## src/xdom_pkg.sv

```systemverilog
// shared definitions for the command, response and status hub
//   register bus widths, channel count, field widths
//   status payload types and the trigger mode struct
//   register address map

package xdom_pkg;

  localparam int ADR_W      = 12;
  localparam int DATA_W     = 16;
  localparam int N_CHANNELS = 24;
  localparam int CHAN_SEL_W = 5;
  localparam int THR_W      = 12;
  localparam int SPI_DATA_W = 24;

  typedef logic [DATA_W-1:0]   wds_word_t;
  typedef logic [2*DATA_W-1:0] scaler_word_t;

  // trigger mode bits, one bus word
  typedef struct packed {
    logic [DATA_W-8:0] pad;
    logic              ext_en;
    logic              thr_en;
    logic              disc_en;
    logic              disc_pol;
    logic              lt;
    logic              gt;
    logic              et;
  } trig_ctrl_t;

  ////////////////////
  // register map
  localparam logic [ADR_W-1:0] ADR_VNUM         = 12'hfff;
  localparam logic [ADR_W-1:0] ADR_TRIG_CTRL    = 12'hbfe;
  localparam logic [ADR_W-1:0] ADR_TRIG_THR     = 12'hbfd;
  localparam logic [ADR_W-1:0] ADR_SW_MASK_HI   = 12'hbfc;
  localparam logic [ADR_W-1:0] ADR_SW_MASK_LO   = 12'hbfb;
  localparam logic [ADR_W-1:0] ADR_TRIG_PULSE   = 12'hbf8;
  localparam logic [ADR_W-1:0] ADR_STAT_SEL     = 12'hbef;
  localparam logic [ADR_W-1:0] ADR_WDS_USED     = 12'hbed;
  localparam logic [ADR_W-1:0] ADR_ADC_SPI_TASK = 12'hbdb;
  localparam logic [ADR_W-1:0] ADR_ADC_SPI_HI   = 12'hbda;
  localparam logic [ADR_W-1:0] ADR_ADC_SPI_LO   = 12'hbd9;
  localparam logic [ADR_W-1:0] ADR_SCALER_SEL   = 12'hbb8;
  localparam logic [ADR_W-1:0] ADR_SCALER_HI    = 12'hbb7;
  localparam logic [ADR_W-1:0] ADR_SCALER_LO    = 12'hbb6;

endpackage
```

## src/crs_bus_if.sv

```systemverilog
// shared register bus between the host arbiter and the register blocks
//   arbiter, target and monitor modports

`timescale 1ns/1ps

interface crs_bus_if;

  logic [xdom_pkg::ADR_W-1:0]  adr;
  logic [xdom_pkg::DATA_W-1:0] wr_data;
  // one-cycle write strobe
  logic                        wr;
  // combinational from adr
  logic [xdom_pkg::DATA_W-1:0] rd_data;

  modport arbiter (output adr, output wr_data, output wr, input rd_data);

  modport target (input adr, input wr_data, input wr, output rd_data);

  // write decode only
  modport monitor (input adr, input wr_data, input wr);

endinterface

```

## src/chan_stat_sel.sv

```systemverilog
// per-channel status selector
//   select register written over the register bus
//   registered readback of the selected channel, zero when out of range

`timescale 1ns/1ps

module chan_stat_sel #(
  parameter type                        payload_t = xdom_pkg::wds_word_t,
  parameter logic [xdom_pkg::ADR_W-1:0] SEL_ADR   = xdom_pkg::ADR_STAT_SEL
) (
  input  logic                                  clk,
  input  logic                                  rst,
  input  payload_t [xdom_pkg::N_CHANNELS-1:0]   i_chan_vals,
  output logic [xdom_pkg::CHAN_SEL_W-1:0]       o_sel,
  output payload_t                              o_val,
  crs_bus_if.monitor                            bus
);

  always_ff @(posedge clk) begin
    if (rst) begin
      o_sel <= '0;
    end else if (bus.wr && (bus.adr == SEL_ADR)) begin
      o_sel <= bus.wr_data[xdom_pkg::CHAN_SEL_W-1:0];
    end
  end

  // sampled every cycle
  always_ff @(posedge clk) begin
    o_val <= (o_sel < xdom_pkg::N_CHANNELS) ? i_chan_vals[o_sel] : '0;
  end

endmodule

```

## src/crs_arbiter.sv

```systemverilog
// round-robin arbiter of two host command ports onto the register bus
//   grant, bus cycle, then acknowledge with captured read data
//   priority override port takes the bus when no grant is in flight

`timescale 1ns/1ps

module crs_arbiter (
  input  logic                        clk,
  input  logic                        rst,
  input  logic                        i_h0_wr_req,
  input  logic                        i_h0_rd_req,
  input  logic [xdom_pkg::ADR_W-1:0]  i_h0_adr,
  input  logic [xdom_pkg::DATA_W-1:0] i_h0_wr_data,
  input  logic                        i_h1_wr_req,
  input  logic                        i_h1_rd_req,
  input  logic [xdom_pkg::ADR_W-1:0]  i_h1_adr,
  input  logic [xdom_pkg::DATA_W-1:0] i_h1_wr_data,
  input  logic                        i_po_en,
  input  logic                        i_po_wr,
  input  logic [xdom_pkg::ADR_W-1:0]  i_po_adr,
  input  logic [xdom_pkg::DATA_W-1:0] i_po_wr_data,
  output logic                        o_h0_ack,
  output logic                        o_h1_ack,
  output logic [xdom_pkg::DATA_W-1:0] o_h0_rd_data,
  output logic [xdom_pkg::DATA_W-1:0] o_h1_rd_data,
  output logic [xdom_pkg::DATA_W-1:0] o_po_rd_data,
  crs_bus_if.arbiter                  bus
);

  typedef enum logic [1:0] {ST_IDLE, ST_GNT, ST_ACK} state_t;

  state_t                      state;
  logic                        last_h1;
  logic                        wr_q;
  logic [xdom_pkg::ADR_W-1:0]  adr_q;
  logic [xdom_pkg::DATA_W-1:0] wr_data_q;
  logic [xdom_pkg::DATA_W-1:0] rd_data_q;
  logic                        h0_req;
  logic                        h1_req;
  logic                        pick_h1;
  logic                        grant;
  logic                        po_sel;

  assign h0_req = i_h0_wr_req | i_h0_rd_req;
  assign h1_req = i_h1_wr_req | i_h1_rd_req;

  // on a tie the host not granted last wins
  assign pick_h1 = h1_req && (!h0_req || !last_h1);
  assign grant   = (state == ST_IDLE) && !i_po_en && (h0_req || h1_req);
  assign po_sel  = i_po_en && (state == ST_IDLE);

  always_ff @(posedge clk) begin
    if (rst) begin
      state    <= ST_IDLE;
      last_h1  <= 1'b0;
      wr_q     <= 1'b0;
      o_h0_ack <= 1'b0;
      o_h1_ack <= 1'b0;
    end else begin
      wr_q     <= 1'b0;
      o_h0_ack <= 1'b0;
      o_h1_ack <= 1'b0;
      case (state)
        ST_IDLE: begin
          if (grant) begin
            state   <= ST_GNT;
            last_h1 <= pick_h1;
            wr_q    <= pick_h1 ? i_h1_wr_req : i_h0_wr_req;
          end
        end
        ST_GNT: begin
          state    <= ST_ACK;
          o_h0_ack <= !last_h1;
          o_h1_ack <= last_h1;
        end
        default: state <= ST_IDLE;
      endcase
    end
  end

  // winner's address and data, read data at the end of the bus cycle
  always_ff @(posedge clk) begin
    if (grant) begin
      adr_q     <= pick_h1 ? i_h1_adr : i_h0_adr;
      wr_data_q <= pick_h1 ? i_h1_wr_data : i_h0_wr_data;
    end
    if (state == ST_GNT) begin
      rd_data_q <= bus.rd_data;
    end
  end

  assign bus.adr     = po_sel ? i_po_adr : adr_q;
  assign bus.wr_data = po_sel ? i_po_wr_data : wr_data_q;
  assign bus.wr      = po_sel ? i_po_wr : wr_q;

  assign o_h0_rd_data = rd_data_q;
  assign o_h1_rd_data = rd_data_q;
  assign o_po_rd_data = bus.rd_data;

endmodule

```

## src/spi_task_reg.sv

```systemverilog
// ADC SPI task register
//   request level held until the SPI engine acknowledges
//   24-bit write-data word in two halves

`timescale 1ns/1ps

module spi_task_reg (
  input  logic                            clk,
  input  logic                            rst,
  input  logic                            i_adc_spi_ack,
  output logic                            o_adc_spi_req,
  output logic                            o_task_val,
  output logic [xdom_pkg::SPI_DATA_W-1:0] o_adc_spi_wr_data,
  crs_bus_if.monitor                      bus
);

  logic task_wr;

  assign task_wr = bus.wr && (bus.adr == xdom_pkg::ADR_ADC_SPI_TASK) && bus.wr_data[0];

  always_ff @(posedge clk) begin
    if (rst) begin
      o_adc_spi_req     <= 1'b0;
      o_adc_spi_wr_data <= '0;
    end else begin
      // ack wins over a new task write
      if (i_adc_spi_ack) begin
        o_adc_spi_req <= 1'b0;
      end else if (task_wr) begin
        o_adc_spi_req <= 1'b1;
      end
      if (bus.wr && (bus.adr == xdom_pkg::ADR_ADC_SPI_HI)) begin
        o_adc_spi_wr_data[xdom_pkg::SPI_DATA_W-1:xdom_pkg::DATA_W] <=
          bus.wr_data[xdom_pkg::SPI_DATA_W-xdom_pkg::DATA_W-1:0];
      end
      if (bus.wr && (bus.adr == xdom_pkg::ADR_ADC_SPI_LO)) begin
        o_adc_spi_wr_data[xdom_pkg::DATA_W-1:0] <= bus.wr_data;
      end
    end
  end

  // busy while requested or still acknowledging
  assign o_task_val = o_adc_spi_req | i_adc_spi_ack;

endmodule

```

## src/trig_ctrl_regs.sv

```systemverilog
// trigger configuration registers and software trigger pulse
//   mode bits, threshold, 24-channel software mask
//   read mux of the whole register bus

`timescale 1ns/1ps

module trig_ctrl_regs (
  input  logic                                 clk,
  input  logic                                 rst,
  input  logic [xdom_pkg::DATA_W-1:0]          i_vnum,
  input  logic                                 i_adc_spi_task_val,
  input  logic [xdom_pkg::SPI_DATA_W-1:0]      i_adc_spi_wr_data,
  input  xdom_pkg::wds_word_t                  i_wds_used,
  input  xdom_pkg::scaler_word_t               i_scaler,
  input  logic [xdom_pkg::CHAN_SEL_W-1:0]      i_stat_sel,
  input  logic [xdom_pkg::CHAN_SEL_W-1:0]      i_scaler_sel,
  output xdom_pkg::trig_ctrl_t                 o_trig_ctrl,
  output logic [xdom_pkg::THR_W-1:0]           o_trig_thr,
  output logic [xdom_pkg::N_CHANNELS-1:0]      o_trig_run,
  crs_bus_if.target                            bus
);

  logic [xdom_pkg::N_CHANNELS-1:0] sw_mask;

  ////////////////////
  // write side
  always_ff @(posedge clk) begin
    if (rst) begin
      o_trig_ctrl <= '0;
      o_trig_thr  <= '0;
      sw_mask     <= '0;
      o_trig_run  <= '0;
    end else begin
      // pulse clears itself
      o_trig_run <= '0;
      if (bus.wr) begin
        case (bus.adr)
          xdom_pkg::ADR_TRIG_CTRL: begin
            o_trig_ctrl <= xdom_pkg::trig_ctrl_t'({9'b0, bus.wr_data[6:0]});
          end
          xdom_pkg::ADR_TRIG_THR: begin
            o_trig_thr <= bus.wr_data[xdom_pkg::THR_W-1:0];
          end
          xdom_pkg::ADR_SW_MASK_HI: begin
            sw_mask[xdom_pkg::N_CHANNELS-1:xdom_pkg::DATA_W] <=
              bus.wr_data[xdom_pkg::N_CHANNELS-xdom_pkg::DATA_W-1:0];
          end
          xdom_pkg::ADR_SW_MASK_LO: begin
            sw_mask[xdom_pkg::DATA_W-1:0] <= bus.wr_data;
          end
          xdom_pkg::ADR_TRIG_PULSE: begin
            if (bus.wr_data[0]) begin
              o_trig_run <= sw_mask;
            end
          end
          default: ;
        endcase
      end
    end
  end

  ////////////////////
  // read mux, unmapped reads are zero
  always_comb begin
    bus.rd_data = '0;
    case (bus.adr)
      xdom_pkg::ADR_VNUM:       bus.rd_data = i_vnum;
      xdom_pkg::ADR_TRIG_CTRL:  bus.rd_data = o_trig_ctrl;
      xdom_pkg::ADR_TRIG_THR:   bus.rd_data[xdom_pkg::THR_W-1:0] = o_trig_thr;
      xdom_pkg::ADR_SW_MASK_HI: begin
        bus.rd_data[xdom_pkg::N_CHANNELS-xdom_pkg::DATA_W-1:0] =
          sw_mask[xdom_pkg::N_CHANNELS-1:xdom_pkg::DATA_W];
      end
      xdom_pkg::ADR_SW_MASK_LO:   bus.rd_data = sw_mask[xdom_pkg::DATA_W-1:0];
      xdom_pkg::ADR_ADC_SPI_TASK: bus.rd_data[0] = i_adc_spi_task_val;
      xdom_pkg::ADR_ADC_SPI_HI: begin
        bus.rd_data[xdom_pkg::SPI_DATA_W-xdom_pkg::DATA_W-1:0] =
          i_adc_spi_wr_data[xdom_pkg::SPI_DATA_W-1:xdom_pkg::DATA_W];
      end
      xdom_pkg::ADR_ADC_SPI_LO: bus.rd_data = i_adc_spi_wr_data[xdom_pkg::DATA_W-1:0];
      xdom_pkg::ADR_STAT_SEL:   bus.rd_data[xdom_pkg::CHAN_SEL_W-1:0] = i_stat_sel;
      xdom_pkg::ADR_WDS_USED:   bus.rd_data = i_wds_used;
      xdom_pkg::ADR_SCALER_SEL: bus.rd_data[xdom_pkg::CHAN_SEL_W-1:0] = i_scaler_sel;
      xdom_pkg::ADR_SCALER_HI:  bus.rd_data = i_scaler[2*xdom_pkg::DATA_W-1:xdom_pkg::DATA_W];
      xdom_pkg::ADR_SCALER_LO:  bus.rd_data = i_scaler[xdom_pkg::DATA_W-1:0];
      default: ;
    endcase
  end

endmodule

```

## src/xdom_core.sv

```systemverilog
// command, response and status hub, top level
//   register bus with arbiter, trigger registers, ADC SPI task
//   words-used and scaler channel selectors

`timescale 1ns/1ps

module xdom_core (
  input  logic                                          clk,
  input  logic                                          rst,
  // debug host
  input  logic                                          i_h0_wr_req,
  input  logic                                          i_h0_rd_req,
  input  logic [xdom_pkg::ADR_W-1:0]                    i_h0_adr,
  input  logic [xdom_pkg::DATA_W-1:0]                   i_h0_wr_data,
  output logic                                          o_h0_ack,
  output logic [xdom_pkg::DATA_W-1:0]                   o_h0_rd_data,
  // ICM host
  input  logic                                          i_h1_wr_req,
  input  logic                                          i_h1_rd_req,
  input  logic [xdom_pkg::ADR_W-1:0]                    i_h1_adr,
  input  logic [xdom_pkg::DATA_W-1:0]                   i_h1_wr_data,
  output logic                                          o_h1_ack,
  output logic [xdom_pkg::DATA_W-1:0]                   o_h1_rd_data,
  // priority override
  input  logic                                          i_po_en,
  input  logic                                          i_po_wr,
  input  logic [xdom_pkg::ADR_W-1:0]                    i_po_adr,
  input  logic [xdom_pkg::DATA_W-1:0]                   i_po_wr_data,
  output logic [xdom_pkg::DATA_W-1:0]                   o_po_rd_data,
  input  logic [xdom_pkg::DATA_W-1:0]                   i_vnum,
  // trigger
  output xdom_pkg::trig_ctrl_t                          o_trig_ctrl,
  output logic [xdom_pkg::THR_W-1:0]                    o_trig_thr,
  output logic [xdom_pkg::N_CHANNELS-1:0]               o_trig_run,
  // ADC SPI
  output logic                                          o_adc_spi_req,
  input  logic                                          i_adc_spi_ack,
  output logic [xdom_pkg::SPI_DATA_W-1:0]               o_adc_spi_wr_data,
  // per-channel status
  input  xdom_pkg::wds_word_t [xdom_pkg::N_CHANNELS-1:0]    i_buf_wds_used,
  input  xdom_pkg::scaler_word_t [xdom_pkg::N_CHANNELS-1:0] i_disc_scaler
);

  logic                            adc_spi_task_val;
  logic [xdom_pkg::CHAN_SEL_W-1:0] stat_sel;
  logic [xdom_pkg::CHAN_SEL_W-1:0] scaler_sel;
  xdom_pkg::wds_word_t             wds_used_val;
  xdom_pkg::scaler_word_t          scaler_val;

  crs_bus_if bus ();

  crs_arbiter arb0 (
    .clk          (clk),
    .rst          (rst),
    .i_h0_wr_req  (i_h0_wr_req),
    .i_h0_rd_req  (i_h0_rd_req),
    .i_h0_adr     (i_h0_adr),
    .i_h0_wr_data (i_h0_wr_data),
    .i_h1_wr_req  (i_h1_wr_req),
    .i_h1_rd_req  (i_h1_rd_req),
    .i_h1_adr     (i_h1_adr),
    .i_h1_wr_data (i_h1_wr_data),
    .i_po_en      (i_po_en),
    .i_po_wr      (i_po_wr),
    .i_po_adr     (i_po_adr),
    .i_po_wr_data (i_po_wr_data),
    .o_h0_ack     (o_h0_ack),
    .o_h1_ack     (o_h1_ack),
    .o_h0_rd_data (o_h0_rd_data),
    .o_h1_rd_data (o_h1_rd_data),
    .o_po_rd_data (o_po_rd_data),
    .bus          (bus)
  );

  trig_ctrl_regs trig0 (
    .clk                (clk),
    .rst                (rst),
    .i_vnum             (i_vnum),
    .i_adc_spi_task_val (adc_spi_task_val),
    .i_adc_spi_wr_data  (o_adc_spi_wr_data),
    .i_wds_used         (wds_used_val),
    .i_scaler           (scaler_val),
    .i_stat_sel         (stat_sel),
    .i_scaler_sel       (scaler_sel),
    .o_trig_ctrl        (o_trig_ctrl),
    .o_trig_thr         (o_trig_thr),
    .o_trig_run         (o_trig_run),
    .bus                (bus)
  );

  spi_task_reg spi0 (
    .clk               (clk),
    .rst               (rst),
    .i_adc_spi_ack     (i_adc_spi_ack),
    .o_adc_spi_req     (o_adc_spi_req),
    .o_task_val        (adc_spi_task_val),
    .o_adc_spi_wr_data (o_adc_spi_wr_data),
    .bus               (bus)
  );

  ////////////////////
  // status selectors
  chan_stat_sel #(
    .payload_t (xdom_pkg::wds_word_t),
    .SEL_ADR   (xdom_pkg::ADR_STAT_SEL)
  ) wds_sel0 (
    .clk         (clk),
    .rst         (rst),
    .i_chan_vals (i_buf_wds_used),
    .o_sel       (stat_sel),
    .o_val       (wds_used_val),
    .bus         (bus)
  );

  chan_stat_sel #(
    .payload_t (xdom_pkg::scaler_word_t),
    .SEL_ADR   (xdom_pkg::ADR_SCALER_SEL)
  ) scaler_sel0 (
    .clk         (clk),
    .rst         (rst),
    .i_chan_vals (i_disc_scaler),
    .o_sel       (scaler_sel),
    .o_val       (scaler_val),
    .bus         (bus)
  );

endmodule

```

## config.mk

```make
export PLATFORM = sky130hd
export DESIGN_NAME = xdom_core
export DESIGN_NICKNAME = d
export VERILOG_FILES = /design/src/xdom_pkg.sv /design/src/crs_bus_if.sv /design/src/chan_stat_sel.sv /design/src/crs_arbiter.sv /design/src/spi_task_reg.sv /design/src/trig_ctrl_regs.sv /design/src/xdom_core.sv
export SDC_FILE = /design/constraint.sdc
export NUM_CORES = 1
export LEC_CHECK = 0
export BUFFER_PORTS_ARGS = -buffer_cell sky130_fd_sc_hd__clkbuf_2
export CAP_MARGIN = 20
export CORE_AREA = 2 2 544 546
export DETAILED_ROUTE_END_ITERATION = 10
export DIE_AREA = 0 0 546 548
export GPL_ROUTABILITY_DRIVEN = 0
export PLACE_DENSITY = 0.3
export SLEW_MARGIN = 20
export SYNTH_ARGS = -nofsm -noshare
export SYNTH_HDL_FRONTEND = slang
export SYNTH_HIERARCHICAL = 1
export SYNTH_SLANG_ARGS = --single-unit
```

## constraint.sdc

```tcl
create_clock -name clk -period 7.9 [get_ports clk]
set_clock_uncertainty 0.05 [all_clocks]
set_input_delay 0.395 -clock clk [delete_from_list [all_inputs] [get_ports clk]]
set_output_delay 0.395 -clock clk [all_outputs]
set_load 0.005 [all_outputs]
```

==> metrics.csv <==
stage;metric;value;unit
layout;drive_gt1_frac;0.690;
yosys;ys_seq_elements;200;
clocking;clock_path_buffers;2;
pwr;p_clk_frac;0.357;
timing;final.setup.tns;0;ns
yosys;synth_cell_type_count;71;
yosys;async_reset_ff_frac;0;
pwr;leakage;0.0114;uW
timing;max_freq;209;MHz
yosys;syn-instance-count;1416;
routing;drc;0;
global_route;grt_usage;0.135;
pwr;p_int;1930;uW
yosys;synthesis.area;0.0178;mm^2
timing;timing.slew.headroom;0.314;
placement;hpwl;190000;um
pwr;seqPwrFrac;0.379;
clocking;cts_resized;0;
status;violations;antenna rules;
die;die_area;0.299;mm^2
clocking;numCtsBuffers;17;
global_route;antenna_found_initial;189;
clocking;cts_setup_buffers;0;
yosys;syn-mean-instance-area;12.6;um^2
setup_path;path_class;flop to output port;
timing;tightest_slew;1.00;ns
die;io_pins;1388;
setup_path;cp_num_buf_inv;3;
clocking;cts.sinks;200;
global_route;grt_pass1_wl;255000;um
yosys;synth_area_leaders;mux4_2, dfxtp_1, edfxtp_1;
timing;rsz0062_at_grt;no;
pwr;p_sw;1080;uW
die;coreArea;0.293;mm^2
timing;timing.hold.ws;0.0705;ns
routing;ant_nets;1;
yosys;synth_top_cells_by_count;mux4_2, dfxtp_1, mux2i_1;
pwr;peakVddDrop;0.189;mV
timing;hold_violations;0;
die;placementRows;199;
routing;routed_wirelength;210000;um
clocking;cts_tree;built;
setup_path;cp-start-kind;flop;
pwr;p_per_area;101;mW/mm^2
clocking;cts.hold.buffers_added;0;
setup_path;cp.required;7.46;ns
routing;drt_iter0_markers;1548;
setup_path;cp_cell_sequence;nor3b_4 -> buf_4 -> mux2_2 -> buf_4 -> nor2b_1 -> and2_1 -> and2_2 -> a22oi_1 -> nand3_1 -> clkbuf_2;
yosys;yosys_warnings;6;
job;maxCapViolations;0;
die;die_x;546;um
setup_path;arrival;4.34;ns
routing;vias_per_cell;3.00;
clocking;h-tree-depth;4;
routing;wl_per_cell;31.3;um
routing;first_pass_iters;6;
timing;fin_crit_sh;0.606;
setup_path;crit_family;simple AND/OR/NAND/NOR gates;
setup_path;critical_path.slowest_cell;nor2b_1;
yosys;yosys.area.top_type_share;0.332;
layout;seqCellArea;0.00447;mm^2
timing;setup_viol;0;
yosys;synth_edf_count;44;
die;start_util;0.0608;
setup_path;crit_path_max_incr_delay;0.62;ns
die;die_h;548;um
clocking;clk_pin_slew_worst_paths;0.09;ns
yosys;synth-seq-area-share;0.249;
setup_path;cpMostUsedCell;buf_4;
placement;io_buffer_count;1378;
setup_path;crit_fanout;37;
pwr;share_comb_of_total_power;0.264;
layout;syn_to_final_growth;67.0;%
layout;nets;3938;
global_route;grt_pass1_vias;20600;
routing;vias;20100;
layout;fillers;34100;
global_route;overflow;0;
hold_path;hold_class;primary input to flop;
pwr;sw_frac_of_total;0.359;
clocking;clock_latency;0.58;ns
clocking;cts_root_buffer;clkbuf_16;
timing;layout_min_cycle_time;4.79;ns
yosys;yosysTopAreaCell;mux4_2;
status;status;complete, but fails checks;
yosys;post-synth-top-count-cell;mux4_2;
layout;multi_input_area;0.0123;mm^2
timing;drv_slew;0;
yosys;synth_flop_cell;dfxtp_1;
setup_path;crit_path_end_kind;output port;
global_route;grt_max_degree;99;
==> cell families after synthesis <==
group | count (synthesis) | synth area share
DFF | 200 | 0.249
and+or+nand+nor | 284 | 0.0955
AOI/OAI and AO/OA | 240 | 0.0902
muxes | 506 | 0.501
buffers and inverters | 185 | 0.0639
other | 1 | 0.000210
==> worst paths after layout <==
| check | depth (start not counted) | slack (ns) | endpoint | start |
|---|---|---|---|---|
| worst max register to register | 9 | 4.06 | arb0/o_h0_rd_data[13]$_DFFE_PN_ | arb0/state[1]$_SDFFE_PP0P_ |
| worst min-delay path | 3 | 0.07 | spi0/o_adc_spi_req$_SDFFE_PP0P_ | i_adc_spi_ack |
| worst max-delay path | 10 | 3.11 | o_po_rd_data[12] | arb0/state[1]$_SDFFE_PP0P_ |
| worst min register to register | 2 | 0.43 | trig0/sw_mask[13]$_SDFFE_PP0P_ | trig0/sw_mask[13]$_SDFFE_PP0P_ |
==> sequential cells by signal, indices dropped and copies added, names as in the netlist <==
register                count
arb0/adr_q                 12
arb0/last_h1                1
arb0/o_h0_ack               1
arb0/o_h0_rd_data          16
arb0/o_h1_ack               1
arb0/state                  2
arb0/wr_data_q             16
arb0/wr_q                   1
scaler_sel0/o_sel           5
scaler_sel0/o_val          32
spi0/o_adc_spi_req          1
spi0/o_adc_spi_wr_data     24
trig0/o_trig_ctrl           7
trig0/o_trig_run           24
trig0/o_trig_thr           12
trig0/sw_mask              24
wds_sel0/o_sel              5
wds_sel0/o_val             16
==> placed cells by master (no fill, tap or decap), types with 44 or more instances in the layout <==
master / n
mux4_2: 263
edfxtp_1: 44
mux2i_1: 111
a22o_1: 56
a21oi_1: 78
nand2_1: 76
diode_2: 89
dfxtp_1: 150
mux2_2: 98
clkbuf_2: 1377
nand2b_1: 48
o21ai_1: 48
==> per-layer routing <==
layer | track usage | vias to the layer above | wire length [um]
met5 | 0 | - | 461
met4 | 0.0362 | 68 | 6700
met3 | 0.0571 | 242 | 21700
met1 | 0.180 | 9952 | 94600
li1 | - | 8391 | -
met2 | 0.199 | 1410 | 86100
==> per-stage QoR <==
step / util / total power (uW) / cell area, um^2 / std cells / worst slack, ns
after floorplan: - / 1400 / 17900 / 1424 / 4.96
after global placement: 0.0986 / 1960 / 28900 / 6576 / 3.57
after detailed placement: 0.0986 / 1970 / 28900 / 6576 / 3.52
after CTS: 0.101 / 3100 / 29500 / 6608 / 3.00
after global routing: 0.101 / 3160 / 29700 / 6657 / 2.82
final: 0.102 / 3000 / 29800 / 6698 / 3.11
==> layout make-up <==
class / count / area share
Clock inverter: 15 / 0.00693
Inverter: 5 / 0.000630
Sequential cell: 200 / 0.150
Clock buffer: 17 / 0.0143
Tap cell: 3919 / 0.165
Antenna cell: 89 / 0.00748
Timing Repair Buffer: 1414 / 0.242
Multi-Input combinational cell: 1039 / 0.414
==> worst reg2reg max path: stages, from the launching register on <==
cell	delay [ns]
dfxtp_1	0.38
nor3b_4	0.20
buf_4	0.37
mux2_2	0.25
buf_4	0.43
nor2b_1	0.65
and2_1	0.34
and2_2	0.24
a222oi_1	0.09
nand2_1	0.55
==> power groups by stage <==
stage / sequential (uW) / clock, uW / combinational, uW
2_1_floorplan: 1110 / 0 / 290
3_3_place_gp: 1170 / 0 / 793
3_5_place_dp: 1170 / 0 / 797
4_1_cts: 1150 / 1150 / 801
5_1_grt: 1140 / 1170 / 843
6_report: 1140 / 1070 / 792
(Power assumes the default switching activity.)
